--- config.mk ---
export PLATFORM = sky130hd
export DESIGN_NAME = psg_stereo_mix
export DESIGN_NICKNAME = d
export VERILOG_FILES = /design/src/telestrat_pkg.sv /design/src/psg_stereo_mix.sv
export SDC_FILE = /design/constraint.sdc
export NUM_CORES = 1
export LEC_CHECK = 0
export BUFFER_PORTS_ARGS = -buffer_cell sky130_fd_sc_hd__buf_2
export CAP_MARGIN = 25
export CORE_MARGIN = 1.5
export CORE_UTILIZATION = 56
export DETAILED_ROUTE_END_ITERATION = 7
export GPL_TIMING_DRIVEN = 0
export HOLD_SLACK_MARGIN = 0.06
export PLACE_DENSITY = 0.87
export SETUP_SLACK_MARGIN = 0.1
export SYNTH_ARGS = -nofsm -noshare
export SYNTH_HDL_FRONTEND = slang
export SYNTH_SLANG_ARGS = --single-unit
--- constraint.sdc ---
create_clock -name clk_sys -period 4.9 [get_ports clk_sys]
set_input_delay 0.49 -clock clk_sys [delete_from_list [all_inputs] [get_ports clk_sys]]
set_output_delay 0.49 -clock clk_sys [all_outputs]
set_load 0.03 [all_outputs]
--- src/telestrat_pkg.sv ---
// Shared widths, the tape download index and the enum types for the audio and tape design
package telestrat_pkg;

	// ==================================================
	// Audio widths
	// ==================================================

	// One sound-generator channel
	localparam int PSG_W = 12;

	// Mono mix from the sound generator
	localparam int PSG_MIX_W = 14;

	// DAC sample, also the sigma-delta accumulator width
	localparam int SAMPLE_W = 16;

	// ==================================================
	// Tape cache
	// ==================================================

	// 64 KiB of tape image
	localparam int TAPE_ADDR_W = 16;

	// Download index of a tape file, low five bits compared
	localparam logic [7:0] TAPE_INDEX = 8'd1;

	// ==================================================
	// Mode and state encodings
	// ==================================================

	// Value 3 is treated as ACB
	typedef enum logic [1:0] {
		OFF = 2'd0,
		ABC = 2'd1,
		ACB = 2'd2
	} stereo_mode_e;

	// Value 3 is treated as HIGH
	typedef enum logic [1:0] {
		MUTE = 2'd0,
		LOW  = 2'd1,
		HIGH = 2'd2
	} tape_volume_e;

	typedef enum logic [1:0] {
		IDLE  = 2'd0,
		FETCH = 2'd1,
		SHIFT = 2'd2,
		DONE  = 2'd3
	} player_state_e;

endpackage
--- src/psg_stereo_mix.sv ---
// Registered left and right sums of the three sound channels for the selected stereo mode
`timescale 1ns/100ps

module psg_stereo_mix
	import telestrat_pkg::*;
(
	input  logic                 clk_sys,
	input  logic                 reset,
	input  logic [PSG_W-1:0]     psg_a_i,
	input  logic [PSG_W-1:0]     psg_b_i,
	input  logic [PSG_W-1:0]     psg_c_i,
	input  logic [PSG_MIX_W-1:0] psg_mix_i,
	input  stereo_mode_e         stereo_mode_i,
	output logic [SAMPLE_W-1:0]  left_o,
	output logic [SAMPLE_W-1:0]  right_o
);

	logic [PSG_W:0]      sum_ab;
	logic [PSG_W:0]      sum_ac;
	logic [PSG_W:0]      sum_bc;
	logic [SAMPLE_W-1:0] mono;
	logic [SAMPLE_W-1:0] left_d;
	logic [SAMPLE_W-1:0] right_d;

	// Pair sums keep the carry
	assign sum_ab = {1'b0, psg_a_i} + {1'b0, psg_b_i};
	assign sum_ac = {1'b0, psg_a_i} + {1'b0, psg_c_i};
	assign sum_bc = {1'b0, psg_b_i} + {1'b0, psg_c_i};

	assign mono = {psg_mix_i, 2'b00};

	always_comb begin
		case (stereo_mode_i)
			OFF: begin
				left_d  = mono;
				right_d = mono;
			end
			ABC: begin
				left_d  = {sum_ab, 3'b000};
				right_d = {sum_bc, 3'b000};
			end
			// ACB and the spare code
			default: begin
				left_d  = {sum_ac, 3'b000};
				right_d = {sum_ab, 3'b000};
			end
		endcase
	end

	always_ff @(posedge clk_sys) begin
		if (reset) begin
			left_o  <= '0;
			right_o <= '0;
		end else begin
			left_o  <= left_d;
			right_o <= right_d;
		end
	end

endmodule

==> out/qor.txt <==
status -> completed
DRT antenna net count -> 0
die width -> 73.2 um
Max Cap Viol -> 0
Logic pwr share -> 52.3%
GRT Util Overall -> 26.4%
remaining global-route overflow -> 0
clk sinks -> 27
Worst Tran Pin Value -> 0.695 ns
fmax -> 0.354 GHz
Clock power frac -> 15.4%
fill cell count -> 398
Main synth FF type -> dfxtp_1
number of global-route vias before repair -> 2486
placed inst area -> 3260 sq um
Vias/cell -> 5.85
CP startpoint kind -> input pin
Post-DP HPWL -> 6.01 mm
Reg clk slew, reported paths -> 0.08 ns
RSZ-0062 raised after global routing -> false
Port Buf Inserts -> 80
Register Area -> 541 sq um
final worst path period share -> 57.6%
area of the die -> 5360 sq um
CTS tree -> done
Multi-input gate area -> 2100 sq um
Seq/Total Area, Yosys -> 19.6%
antenna fix cells -> 0
Yosys reg bits -> 27
final setup margin -> 2.08 ns
PwrDens -> 232 nW/um^2
worst setup path start -> psg_b_i[0]
setup TNS -> 0 ns
initial drt markers -> 265
switching share of power -> 40.8%
pin count of the biggest net entering global routing -> 16
post-synth top area share -> 19.6%
die height -> 73.2 um
Setup Buffers After CTS -> 0
CTS Root Cell -> clkbuf_8
DRC -> 0
Flop pwr share -> 32.3%
cell taking the most area after synthesis -> dfxtp_1
async set-reset flop share out of synthesis -> 0%
most instantiated cells after synthesis -> nor2_1 (37), ha_1 (36), a21oi_1 (32), dfxtp_1 (27), nand2_1 (26)
CTS Buffer Depth -> 2
HP Start -> psg_mix_i[0]
synth top area cells -> dfxtp_1 (20%), ha_1 (16%), a21oi_1 (5.8%)
most common cell in the netlist -> nor2_1
I/O Pins -> 86
leakage -> 1.58 nW
row count -> 25
yosys warns -> 0
Area Growth Syn to Fin -> 19.6%
first-pass GRT wire length -> 11.0 mm
Final #Nets -> 532
cts hold-fix bufs -> 0
Cell Area, Synth -> 2760 sq um
peak fanout along the critical path -> 3
dpl ws -> 1.91 ns
critical path class -> input pin to flip-flop
clock buffer count from CTS -> 3
mean post-synth cell area -> 7.87 sq um
number of detailed-route iterations in the first pass -> 5
layout cells sized above 1 -> 23.3%
Final Cell Area -> 3300 sq um
Routed wire per std cell -> 14.2 um
Internal Pwr Total -> 0.000453 W
total wire length -> 7.15 mm
Worst VDD drop -> 0.113 mV
Worst Path Arrival -> 2.94 ns
Starting Density -> 58.5%
total power -> 0.000766 W
Max Slew Vio Count -> 0
setup-violating endpoint count in the final report -> 0
H-tree depth -> 1
synthesized instance count -> 351
via count -> 2955
post-layout min period -> 2.82 ns
Post-synth EDFFs -> 0
post-cts sizing count -> 0
Core ar. -> 4720 sq um
final core utilization -> 69.9%
Rel. slew slack -> 52.4%
Critical Path RT -> 5.02 ns
initial antenna violation count -> 0
Hold Crit Class -> input pin to flip-flop
Final Wtd Congestion -> 0.874
Switch Pwr -> 0.000312 W
final hold viol count -> 0
number of distinct library cells after synthesis -> 59
Worst Setup End Kind -> flip-flop
## placed cells by master (no fill, tap or decap), types with 8 or more instances in the layout
master | netlist | routed
a211oi_1 | 21 | 21
a21o_1 | 12 | 12
a21oi_1 | 32 | 32
buf_2 | 0 | 80
clkbuf_1 | 9 | 9
dfxtp_1 | 27 | 27
ha_1 | 36 | 36
nand2_1 | 26 | 26
nand3_1 | 8 | 8
nor2_1 | 37 | 37
nor2b_1 | 9 | 9
nor3_1 | 11 | 11
o21ai_0 | 20 | 20
xnor2_1 | 14 | 14
## per-layer routing
| layer | vias up | wire length (um) | track usage, % | part of all wire (%) |
|---|---|---|---|---|
| met4 | 0 | 77 | 7.13 | 1.1 |
| li1 | 1478 | - | - | - |
| met1 | 1326 | 3350 | 37.0 | 47 |
| met5 | - | 0 | 0 | 0 |
| met2 | 142 | 3160 | 43.5 | 44 |
| met3 | 9 | 565 | 1.93 | 7.9 |
## through the flow
step / std cells / hold WS [ns]
final: 505 / 0.464
after CTS: 505 / 0.468
after global placement: 501 / 0.724
after detailed placement: 501 / 0.744
after floorplan: 354 / 0.643
after global routing: 505 / 0.472
## critical path, stage by stage
cell and delay [ns]:
buf_2 0.11, ha_1 0.25, fa_1 0.43, a211oi_1 0.36, o21ai_0 0.18, a21oi_1 0.25
nor2_1 0.08, a2111oi_0 0.62, o32ai_1 0.17
## flip-flops by register name, summed over array words and instances, names as in the netlist
signal and flops:
right_o 13, left_o 14
## power groups by stage
stage               Clock, W  Combinational, W  Sequential, W
floorplan                  0          0.000233       0.000303
global placement           0          0.000384       0.000252
detailed placement         0          0.000391       0.000252
CTS                 0.000119          0.000393       0.000247
global route        0.000125          0.000437       0.000249
finish              0.000118          0.000401       0.000247
## cell families after synthesis
kind of cell | after synthesis | synth area share (%)
xor gates and xnor gates | 20 | 6.34
other | 1 | 0.136
AOI/OAI and AO/OA | 128 | 31.9
buffers and inverters | 27 | 4.62
and+or+nand+nor | 106 | 17.8
muxes | 3 | 1.13
adders and majority gates | 39 | 18.5
DFF | 27 | 19.6
## area by class of cell
class | instances | share of cell area, %
clock inverters | 1 | 0.152
multi-input cells | 300 | 63.7
repair buffers | 80 | 12.1
clock buffers | 3 | 1.25
well taps | 67 | 2.54
inverters | 7 | 0.795
plain buffers | 20 | 3.07
flip-flops and latches | 27 | 16.4
## final timing paths
check,depth (start not counted),to,slack (ns)
setup / recovery,9,right_o[15]$_SDFF_PP0_,2.08
hold / removal,2,left_o[2]$_SDFF_PP0_,0.46
(Power assumes the default switching activity.)
