$ cat config.mk
export PLATFORM = sky130hd
export DESIGN_NAME = audio_combiner
export DESIGN_NICKNAME = d
export VERILOG_FILES = /design/src/telestrat_pkg.sv /design/src/audio_combiner.sv
export SDC_FILE = /design/constraint.sdc
export NUM_CORES = 1
export LEC_CHECK = 0
export BUFFER_PORTS_ARGS = -buffer_cell sky130_fd_sc_hd__clkbuf_2
export CAP_MARGIN = 15
export CORE_MARGIN = 2
export CORE_UTILIZATION = 30
export DETAILED_ROUTE_END_ITERATION = 10
export GPL_ROUTABILITY_DRIVEN = 0
export PLACE_DENSITY = 0.47
export RECOVER_POWER = 100
export SLEW_MARGIN = 10
export SYNTH_ARGS = -nofsm -noshare
export SYNTH_HDL_FRONTEND = slang
export SYNTH_SLANG_ARGS = --single-unit
$ cat constraint.sdc
create_clock -name clk_sys -period 2.8 [get_ports clk_sys]
set_input_delay 0.14 -clock clk_sys [delete_from_list [all_inputs] [get_ports clk_sys]]
set_output_delay 0.14 -clock clk_sys [all_outputs]
set_load 0.01 [all_outputs]
$ cat src/telestrat_pkg.sv
// Shared widths, the tape download index and the enum types for the audio and tape design
package telestrat_pkg;

	// ==================================================
	// Audio widths
	// ==================================================

	// One sound-generator channel
	localparam int PSG_W = 12;

	// Mono mix from the sound generator
	localparam int PSG_MIX_W = 14;

	// DAC sample, also the sigma-delta accumulator width
	localparam int SAMPLE_W = 16;

	// ==================================================
	// Tape cache
	// ==================================================

	// 64 KiB of tape image
	localparam int TAPE_ADDR_W = 16;

	// Download index of a tape file, low five bits compared
	localparam logic [7:0] TAPE_INDEX = 8'd1;

	// ==================================================
	// Mode and state encodings
	// ==================================================

	// Value 3 is treated as ACB
	typedef enum logic [1:0] {
		OFF = 2'd0,
		ABC = 2'd1,
		ACB = 2'd2
	} stereo_mode_e;

	// Value 3 is treated as HIGH
	typedef enum logic [1:0] {
		MUTE = 2'd0,
		LOW  = 2'd1,
		HIGH = 2'd2
	} tape_volume_e;

	typedef enum logic [1:0] {
		IDLE  = 2'd0,
		FETCH = 2'd1,
		SHIFT = 2'd2,
		DONE  = 2'd3
	} player_state_e;

endpackage
$ cat src/audio_combiner.sv
// Adds tape audio to the stereo mix and drives one first-order sigma-delta DAC per channel
`timescale 1ns/100ps

module audio_combiner
	import telestrat_pkg::*;
(
	input  logic                clk_sys,
	input  logic                reset,
	input  logic [SAMPLE_W-1:0] psg_l_i,
	input  logic [SAMPLE_W-1:0] psg_r_i,
	input  logic                tape_bit_i,
	input  tape_volume_e        tape_volume_i,
	output logic [SAMPLE_W-1:0] sample_l_o,
	output logic [SAMPLE_W-1:0] sample_r_o,
	output logic                audio_l_o,
	output logic                audio_r_o
);

	logic [7:0]          tape_step;
	logic [7:0]          tape_level;
	logic [SAMPLE_W-1:0] psg_in [2];
	logic [SAMPLE_W-1:0] sample [2];
	logic [SAMPLE_W-1:0] acc [2];
	logic                dac_bit [2];

	// ==================================================
	// Tape audio level
	// ==================================================
	always_comb begin
		case (tape_volume_i)
			MUTE:    tape_step = 8'd0;
			LOW:     tape_step = 8'd64;
			default: tape_step = 8'd128;
		endcase
	end

	assign tape_level = tape_bit_i ? tape_step : 8'd0;

	// Channel 0 is left, channel 1 is right
	assign psg_in[0] = psg_l_i;
	assign psg_in[1] = psg_r_i;

	// ==================================================
	// Sample register and sigma-delta DAC per channel
	// ==================================================
	for (genvar ch = 0; ch < 2; ch++) begin : g_chan
		logic [SAMPLE_W:0] acc_sum;

		// Carry out of the accumulator is the pulse density
		assign acc_sum = {1'b0, acc[ch]} + {1'b0, sample[ch]};

		always_ff @(posedge clk_sys) begin
			if (reset) begin
				sample[ch]  <= '0;
				acc[ch]     <= '0;
				dac_bit[ch] <= 1'b0;
			end else begin
				// Wraps modulo 2^16
				sample[ch]  <= psg_in[ch] + SAMPLE_W'(tape_level);
				acc[ch]     <= acc_sum[SAMPLE_W-1:0];
				dac_bit[ch] <= acc_sum[SAMPLE_W];
			end
		end
	end

	assign sample_l_o = sample[0];
	assign sample_r_o = sample[1];
	assign audio_l_o  = dac_bit[0];
	assign audio_r_o  = dac_bit[1];

endmodule

==> reports/results.md <==
### Setup path
* register-to-register setup slack: 380 ps
* critical-path maximum fanout: 3
* critical path class: flop to flop
* data required time at the worst endpoint: 3020 ps
* startpoint type of the worst setup path: flop
* CP arrival: 2640 ps
* Critical Path Sink Type: flop

### Clocking
* CTS tree: done
* number of clock sinks: 66
* cts-stage hold buffer count: 0
* maximum level of the CTS H-tree: 3
* clock slew at reported path FFs: 50 ps
* maximum buffer depth of the clock tree: 2
* clock latency at the later pin of the worst-skew pair: 330 ps
* post-CTS setup buffer count: 0
* number of CTS-inserted buffers: 9
* # resized after CTS: 0
* clock tree root buffer cell: clkbuf_16

### Detailed routing
* Total Wirelength: 7780 µm
* post-route ant nets: 0
* post-detailed-route DRC marker count: 0
* Via Count: 2,911
* detail-routed via count per cell: 4.88
* violation count after the first detailed-routing iteration: 85
* DR pass1 iterations: 4
* average routed wire per standard cell: 13.1 µm

### Pwr
* Design Power: 2.79 mW
* power density relative to cell area: 666 nW/µm²
* peak ir drop on the vdd network: 0.278 mV
* leakage power: 1.88 nW

### Floorplanning
* initial core utilization: 30.7%
* die span in x: 112 µm
* top-level I/O count: 71
* Die Height: 112 µm
* total number of placement rows: 39
* die area: 12,600 µm²
* area of the core: 11,400 µm²

### Placement
* Detail Placement HPWL: 5950 µm
* DP Worst Slack: 507 ps
* IO Port Bufs: 70

### STA
* endpoints failing setup: 0
* worst clock skew on the final layout: 7.50 ps
* highest clock frequency the design can meet: 412 MHz
* Final Hold Vio Count: 0
* worst-margin pin slew: 1620 ps
* setup repair after global routing missed its margin: no
* worst slew margin relative to its limit: -7.94%
* number of pins exceeding their max-slew limit in the final report: 37
* crit path time final: 2420 ps
* Period Utilization, post-route: 86.6%
* final worst slack: 376 ps
* final sum of negative setup slack: 0 ps

### Cells and area
* number of filler instances in the final layout: 1,228
* area delta synth->final: 19.6%
* share of layout cells above drive strength 1: 12.6%
* most frequent cells in the layout: 66 x dfxtp_1, 44 x nor2_1, 42 x clkbuf_1, 36 x ha_1, 34 x clkbuf_2
* final net count: 525
* most common cell after layout, fill and taps aside: dfxtp_1
* antenna cells: 0

### Synthesis
* Synth Area in Simple Gates: 18.5%
* average cell area after synthesis: 9.26 µm²
* Cells after Synth: 378
* largest cells by area after synthesis: dfxtp_1 38%, ha_1 13%, xor2_1 6.8%
* total standard cell area after synthesis: 3500 µm²
* cell type contributing the most total cell area after synthesis: dfxtp_1
* xor-xnor portion of the synthesized cell area: 8.75%
* arithmetic-cell share of the synthesized area counting full adders, half adders and majority gates: 14.6%
* area share of the leading cell type in the synthesized netlist: 37.7%
* proportion of synthesized chip area in sequential cells: 37.7%
* Seq cells post-synth: 66
* Unique masters post-synth: 53
* multiplexer share of the synthesized area: 2.00%
* Synth Flop Type: dfxtp_1
* Yosys warnings: 0
* complex-gate fraction of the synthesized area: 16.4%
* proportion of register bits with asynchronous set or reset after synthesis: 0%
* Mapped Nets: 453
* combinational family with the most area after synthesis: simple AND/OR/NAND/NOR gates
* count of flip-flops with a built-in enable after synthesis: 0

### Global route
* total routing resource utilization after global routing: 13.5%
* number of global-route vias before repair: 2,836
* total gr overflow: 0
* pin count of the biggest net entering global routing: 37
* wire length of the first global-routing pass: 13,500 µm
* number of antenna violations at the first check in global routing: 0

### Worst hold path
* kind of path behind the tightest hold check: input pin to flop

### Run
* max-cap check violation count: 1

### Status
* failing checks: max-capacitance violations, max-slew violations
* status: finished with violations

==> Yosys cell counts (all sizes together) (4+ instances only) <==
cell,n
a21o,10
a21oi,28
and3,5
buf,5
clkbuf,6
dfxtp,66
ha,36
inv,6
mux2,5
nand2,22
nand3,5
nand4,12
nor2,44
nor2b,30
nor3,4
o211ai,4
o21ai,14
xnor2,8
xor2,27
==> registers in the layout (all words and copies together) (netlist names) <==
register / flops
sample: 32
acc: 32
dac_bit: 2
==> power by group <==
group	leakage, nW	switching (mW)	internal, mW
Combinational	1.21	0.393	0.301
Sequential	0.548	0.0463	1.06
Clock	0.123	0.375	0.613
Total	1.88	0.815	1.97
==> final timing paths <==
kind	startpoint	end	cells past startpoint
setup / recovery	sample[0][0]	acc[0][10]	8
hold / removal	psg_l_i[2]	sample[0][2]	2
setup reg to reg	sample[0][0]	acc[0][10]	8
hold reg to reg	acc[0][0]	acc[0][0]	2
==> per-layer routing <==
metal	part of all wire [%]	GRT usage (%)
met3	6.0	3.24
met5	0	0
met4	2.6	7.32
met1	50	18.2
met2	41	19.8
==> cell families (layout without fill, tap and decap cells) <==
family	after synthesis	in the layout
compound gates	83	83
xor+xnor	35	35
fa+ha+maj	40	40
buf+inv	17	92
flops	66	66
mux	6	6
simple gates	131	131
==> metrics by stage <==
stage	std cells	cell area, µm²	util, %	hold slack [ps]
after floorplan	378	3500	-	268
after global placement	582	4000	35.0	347
after detailed placement	582	4000	35.0	353
after CTS	596	4250	37.2	1.72
after global routing	596	4190	36.7	17.5
final	596	4190	36.7	15.2
==> critical path, stage by stage, from the launching register on <==
cell	delay, ps
dfxtp_1	310
ha_1	220
fa_1	420
a21oi_2	160
o21ai_0	90
a21oi_1	380
o21ai_2	140
o31ai_1	250
mux2_1	340
==> layout make-up <==
type                       count  area, µm²  area share, %
inverter                       6       22.5          0.538
multi-input combinational    295       2100           50.1
timing repair buffer          72        313           7.47
sequential                    66       1320           31.6
tap                          143        179           4.27
clock buffer                  14        254           6.07
Note: power is estimated with default switching activity, not from simulation.
