File: src/telestrat_pkg.sv
// Shared widths, the tape download index and the enum types for the audio and tape design
package telestrat_pkg;

	// ==================================================
	// Audio widths
	// ==================================================

	// One sound-generator channel
	localparam int PSG_W = 12;

	// Mono mix from the sound generator
	localparam int PSG_MIX_W = 14;

	// DAC sample, also the sigma-delta accumulator width
	localparam int SAMPLE_W = 16;

	// ==================================================
	// Tape cache
	// ==================================================

	// 64 KiB of tape image
	localparam int TAPE_ADDR_W = 16;

	// Download index of a tape file, low five bits compared
	localparam logic [7:0] TAPE_INDEX = 8'd1;

	// ==================================================
	// Mode and state encodings
	// ==================================================

	// Value 3 is treated as ACB
	typedef enum logic [1:0] {
		OFF = 2'd0,
		ABC = 2'd1,
		ACB = 2'd2
	} stereo_mode_e;

	// Value 3 is treated as HIGH
	typedef enum logic [1:0] {
		MUTE = 2'd0,
		LOW  = 2'd1,
		HIGH = 2'd2
	} tape_volume_e;

	typedef enum logic [1:0] {
		IDLE  = 2'd0,
		FETCH = 2'd1,
		SHIFT = 2'd2,
		DONE  = 2'd3
	} player_state_e;

endpackage
File: src/cassette_player.sv
// Plays the cached tape image as a serial bit stream while the motor relay is on
`timescale 1ns/100ps

module cassette_player
	import telestrat_pkg::*;
#(
	parameter int BIT_PERIOD = 24
) (
	input  logic                   clk_sys,
	input  logic                   reset,
	input  logic                   rewind_i,
	input  logic                   load_active_i,
	input  logic                   relay_i,
	input  logic                   use_adc_i,
	input  logic                   adc_i,
	input  logic                   loaded_i,
	input  logic [TAPE_ADDR_W-1:0] tape_end_i,
	output logic [TAPE_ADDR_W-1:0] rd_addr_o,
	input  logic [7:0]             rd_data_i,
	output logic                   tape_bit_o
);

	localparam int CNT_W = (BIT_PERIOD > 1) ? $clog2(BIT_PERIOD) : 1;

	player_state_e          state;
	logic [TAPE_ADDR_W-1:0] addr;
	logic [CNT_W-1:0]       cnt;
	logic [2:0]             bit_idx;
	logic [7:0]             shreg;
	logic                   last_byte;
	logic                   enable;
	logic                   restart;
	logic                   bit_end;
	logic                   byte_end;
	logic                   load_byte;
	logic                   player_bit;

	assign enable    = relay_i & loaded_i & ~use_adc_i;
	assign restart   = rewind_i | load_active_i;
	assign bit_end   = (cnt == CNT_W'(BIT_PERIOD - 1));
	assign byte_end  = (state == SHIFT) && bit_end && (bit_idx == 3'd7);
	// First byte after FETCH, later bytes back to back
	assign load_byte = (state == FETCH) || (byte_end && !last_byte);

	// The cache reads this address every cycle, so the next byte is ready early
	assign rd_addr_o = addr;

	// ==================================================
	// Playback FSM
	// ==================================================
	always_ff @(posedge clk_sys) begin
		if (reset || restart) begin
			state     <= IDLE;
			addr      <= '0;
			cnt       <= '0;
			bit_idx   <= '0;
			last_byte <= 1'b0;
		end else if (enable) begin
			if (load_byte) begin
				addr      <= addr + 1'b1;
				last_byte <= (addr == tape_end_i);
			end
			case (state)
				IDLE: state <= FETCH;
				FETCH: begin
					state   <= SHIFT;
					cnt     <= '0;
					bit_idx <= '0;
				end
				SHIFT: begin
					if (bit_end) begin
						cnt     <= '0;
						bit_idx <= bit_idx + 1'b1;
						if (byte_end && last_byte) begin
							state <= DONE;
						end
					end else begin
						cnt <= cnt + 1'b1;
					end
				end
				default: state <= DONE;
			endcase
		end
	end

	// MSB first
	always_ff @(posedge clk_sys) begin
		if (enable && load_byte) begin
			shreg <= rd_data_i;
		end else if (enable && (state == SHIFT) && bit_end) begin
			shreg <= {shreg[6:0], 1'b0};
		end
	end

	assign player_bit = (state == SHIFT) & shreg[7];

	// ADC level bypasses the file
	assign tape_bit_o = use_adc_i ? adc_i : player_bit;

endmodule

File: config.mk
export PLATFORM = sky130hd
export DESIGN_NAME = cassette_player
export DESIGN_NICKNAME = d
export VERILOG_FILES = /design/src/telestrat_pkg.sv /design/src/cassette_player.sv
export SDC_FILE = /design/constraint.sdc
export NUM_CORES = 1
export LEC_CHECK = 0
export BUFFER_PORTS_ARGS = -buffer_cell sky130_fd_sc_hd__buf_2
export CAP_MARGIN = 15
export CELL_PAD_IN_SITES_DETAIL_PLACEMENT = 0
export CELL_PAD_IN_SITES_GLOBAL_PLACEMENT = 1
export CORE_UTILIZATION = 36
export CTS_CLUSTER_DIAMETER = 200
export DETAILED_ROUTE_END_ITERATION = 6
export PLACE_DENSITY_LB_ADDON = 0.1
export SLEW_MARGIN = 20
export SYNTH_ARGS = -nofsm -noshare
export SYNTH_HDL_FRONTEND = slang
export SYNTH_SLANG_ARGS = --single-unit
export TNS_END_PERCENT = 100
File: constraint.sdc
create_clock -name clk_sys -period 1.9 [get_ports clk_sys]
set_input_delay 0.095 -clock clk_sys [delete_from_list [all_inputs] [get_ports clk_sys]]
set_output_delay 0.095 -clock clk_sys [all_outputs]
set_load 0.02 [all_outputs]
==> out/qor.log <==
qor: pwr.power_switching_share 21.1%
qor: critical_path.worstSetupEndpointType flip-flop
qor: cts.h-tree-depth 2
qor: logic_synthesis.synth_cell_type_count 39
qor: min_path.worst_hold_startpoint rd_data_i[4]
qor: finish.num_antenna_cells 0
qor: placed_design.place_area 2380 µm²
qor: pwr.fin_total_pwr 1.44 mW
qor: logic_synthesis.netlist_area 1960 µm²
qor: finish.mostFrequentLayoutCell buf_2
qor: placed_design.placed_cells_incl_taps 333
qor: sta.finalHoldViolations 0
qor: route.remaining_drc_errors 0
qor: critical_path.start_kind flip-flop
qor: flow_run.maxCapViolations 0
qor: route.num_vias 1811
qor: die.die_w 75.8 µm
qor: pwr.power.share.sequential 52.6%
qor: critical_path.crit_fanout 21
qor: sta.relSlewSlack 61.2%
qor: global_routing.globalRouteMet2Util 26.7%
qor: cts.worst_skew_pair.late_latency 0.28 ns
qor: critical_path.worst_ep_required_time 2.11 ns
qor: cts.clock_sink_count 35
qor: logic_synthesis.synth_area_leader_cell dfxtp_1
qor: sta.worst_slew_pin_slew 0.577 ns
qor: die.dieArea 5750 µm²
qor: global_routing.grt.met1_usage 26.3%
qor: logic_synthesis.synthesized_net_count 247
qor: route.detail_route.vias_per_cell 5.30
qor: logic_synthesis.ys_ff_latch 35
qor: logic_synthesis.yosysTopAreaCellShare 27.5%
qor: finish.drive_above_1_share 34.6%
qor: finish.area_growth_syn_to_layout 27.5%
qor: cts.cts_made_buffers 5
qor: critical_path.depth_of_the_most_critical_reg_to_reg_path 6
qor: pwr.vdd_drop_max 0.446 mV
qor: global_routing.globalRouteTotalUtil 18.0%
qor: global_routing.initial_antenna_violation_count 0
qor: global_routing.grt_overflow_total 0
qor: min_path.worst_hold_path_type in2reg
qor: sta.finalHoldWorstSlack 0.114 ns
qor: cts.clk_transition_reported_paths 0.07 ns
qor: route.detailed_route_iter0_violations 73
qor: global_routing.grt_util_met3 3.57%
qor: critical_path.worstSetupEndpoint rd_addr_o[15]
qor: cts.cts_root_buf clkbuf_8
qor: finish.finish.instance_area 2500 µm²
qor: logic_synthesis.syn-instance-count 208
qor: die.io_pins 49
qor: die.rows 26
qor: sta.timing_max_transition_violations_final 0
qor: global_routing.grt_max_degree 22
qor: placed_design.dp.final_hpwl 3570 µm
qor: sta.timing.setup.tns 0 ns
qor: sta.rsz0062_at_grt true
qor: logic_synthesis.ys_top_cells_by_area dfxtp_1, edfxtp_1, xnor2_1
qor: placed_design.finalWeightedCongestion 0.757
qor: critical_path.worstReg2RegEnd rd_addr_o[15]
qor: logic_synthesis.synth_ff_type dfxtp_1
qor: cts.tritoncts built
qor: pwr.power_per_cell_area 575 nW/µm²
qor: pwr.comb_power_share 6.3%
qor: route.wirelength 4770 µm
qor: critical_path.critical_path_startpoint cnt[0]
qor: critical_path.worstSetupPathType reg2reg
qor: route.post_drt_wl_per_cell 13.9 µm
qor: global_routing.grt_busiest_layer met2
qor: cts.postCtsHoldBufs 0
qor: outcome.status finished clean
qor: sta.finalClockSkew 0.00803 ns
qor: global_routing.first_global_vias 1565
qor: global_routing.grt_first_pass_wirelength 7670 µm
qor: route.drt_pass1_iterations 6
qor: finish.commonest_cells_after_routing_fill_and_taps_aside buf_2, dfxtp_1, a21oi_1, buf_4, xnor2_1
qor: sta.period_needed 1.82 ns
qor: route.ant_nets 0
qor: pwr.p_int 1.14 mW
qor: finish.final_net_count 310
qor: critical_path.r2r_slack 0.08 ns
qor: sta.finalSetupViolCount 0
qor: cts.cts-root-to-sink-buffers 2
qor: logic_synthesis.synth_async_sr_flop_share 0%
qor: die.die_height 75.8 µm
qor: logic_synthesis.number_of_warnings_printed_during_yosys_synthesis 0
qor: placed_design.numPortBuffers 48
qor: die.fp.coreArea 5170 µm²
qor: sta.clock.fmax 549 MHz
qor: critical_path.timing.rr.start cnt[0]
qor: pwr.switching_power 304 µW
qor: sta.timing.final.crit_share 95.8%
qor: finish.instances_no_fill 342
qor: pwr.clock_power_share 41.0%
qor: die.starting_density_of_the_core 38.0%
qor: logic_synthesis.avgSynthCellArea 9.44 µm²
qor: pwr.cellLeakagePower 0.923 nW
qor: critical_path.crit_arrival 2.03 ns
qor: logic_synthesis.synth-seq-area-share 39.8%
qor: logic_synthesis.synth-edff-count 8
==> flip-flops by register name (all words and copies together), names as in the netlist <==
name       flops
last_byte      1
bit_idx        3
rd_addr_o     16
state          2
shreg          8
cnt            5
==> per-stage QoR <==
stage	utilization, %	worst slack (ns)
after floorplan	-	-0.00970
after global placement	46.0	0.0503
after detailed placement	46.0	0.0395
after CTS	48.0	0.0118
after global routing	48.4	-0.00936
final	48.4	0.0789
==> how the worst min path moves through the flow <==
| stage | end | slack, ns | cells past startpoint |
|---|---|---|---|
| after floorplan | rd_addr_o[8] | 0.31 | 3 |
| after CTS | shreg[3] | 0.11 | 2 |
| after global routing | shreg[4] | 0.11 | 2 |
| after detailed placement | shreg[3] | 0.40 | 2 |
| final | shreg[4] | 0.11 | 2 |
| after global placement | shreg[4] | 0.40 | 2 |
==> power by group through the flow <==
stage	logic, mW	clock network (mW)	registers [mW]
2_1_floorplan	0.0416	0	0.775
3_3_place_gp	0.0911	0	0.775
3_5_place_dp	0.0913	0	0.775
4_1_cts	0.0920	0.608	0.758
5_1_grt	0.101	0.649	0.757
6_report	0.0914	0.590	0.758
==> cells by family after synthesis <==
kind of cell               after synthesis  synth area share [%]
AOI/OAI and AO/OA                       51                  17.0
xor gates and xnor gates                16                  7.14
adders and majority gates                7                  4.46
buffers and inverters                   15                  3.44
DFF                                     35                  39.8
muxes                                    9                  5.04
and+or+nand+nor                         75                  23.2
==> cell usage after synthesis, drive strengths merged, types with 7 or more instances <==
cell type and instances:
dfxtp 27, a21oi 23, xnor2 16, nand2 12, nand3 12, or4 12, o31ai 11, edfxtp 8
nor2 8, ha 7, mux2 7, nand4 7, o21ai 7
==> area by class of cell <==
class | instances | area [µm²]
inverters | 5 | 18.8
well taps | 70 | 87.6
multi-input cells | 158 | 1130
fillers | 522 | 2670
repair buffers | 66 | 383
clock buffers | 8 | 100
flip-flops and latches | 35 | 786
==> what timing repair did <==
item / in CTS / in global routing
setup endpoints to repair: 0 / 17
resized for setup: 0 / 5
buffers inserted: 0 / 1
==> critical path, stage by stage (launching register included) <==
cell and delay (ns):
dfxtp_2 0.35, ha_2 0.17, and4b_4 0.24, a41oi_4 0.14, buf_8 0.19, or4_1 0.50
a21oi_1 0.14
==> layer usage <==
| metal | wire [µm] | up-vias |
|---|---|---|
| met1 | 2310 | 836 |
| li1 | - | 917 |
| met5 | 0 | - |
| met3 | 238 | 5 |
| met2 | 2170 | 53 |
| met4 | 46 | 0 |
Power figures use the tool's default switching activity.
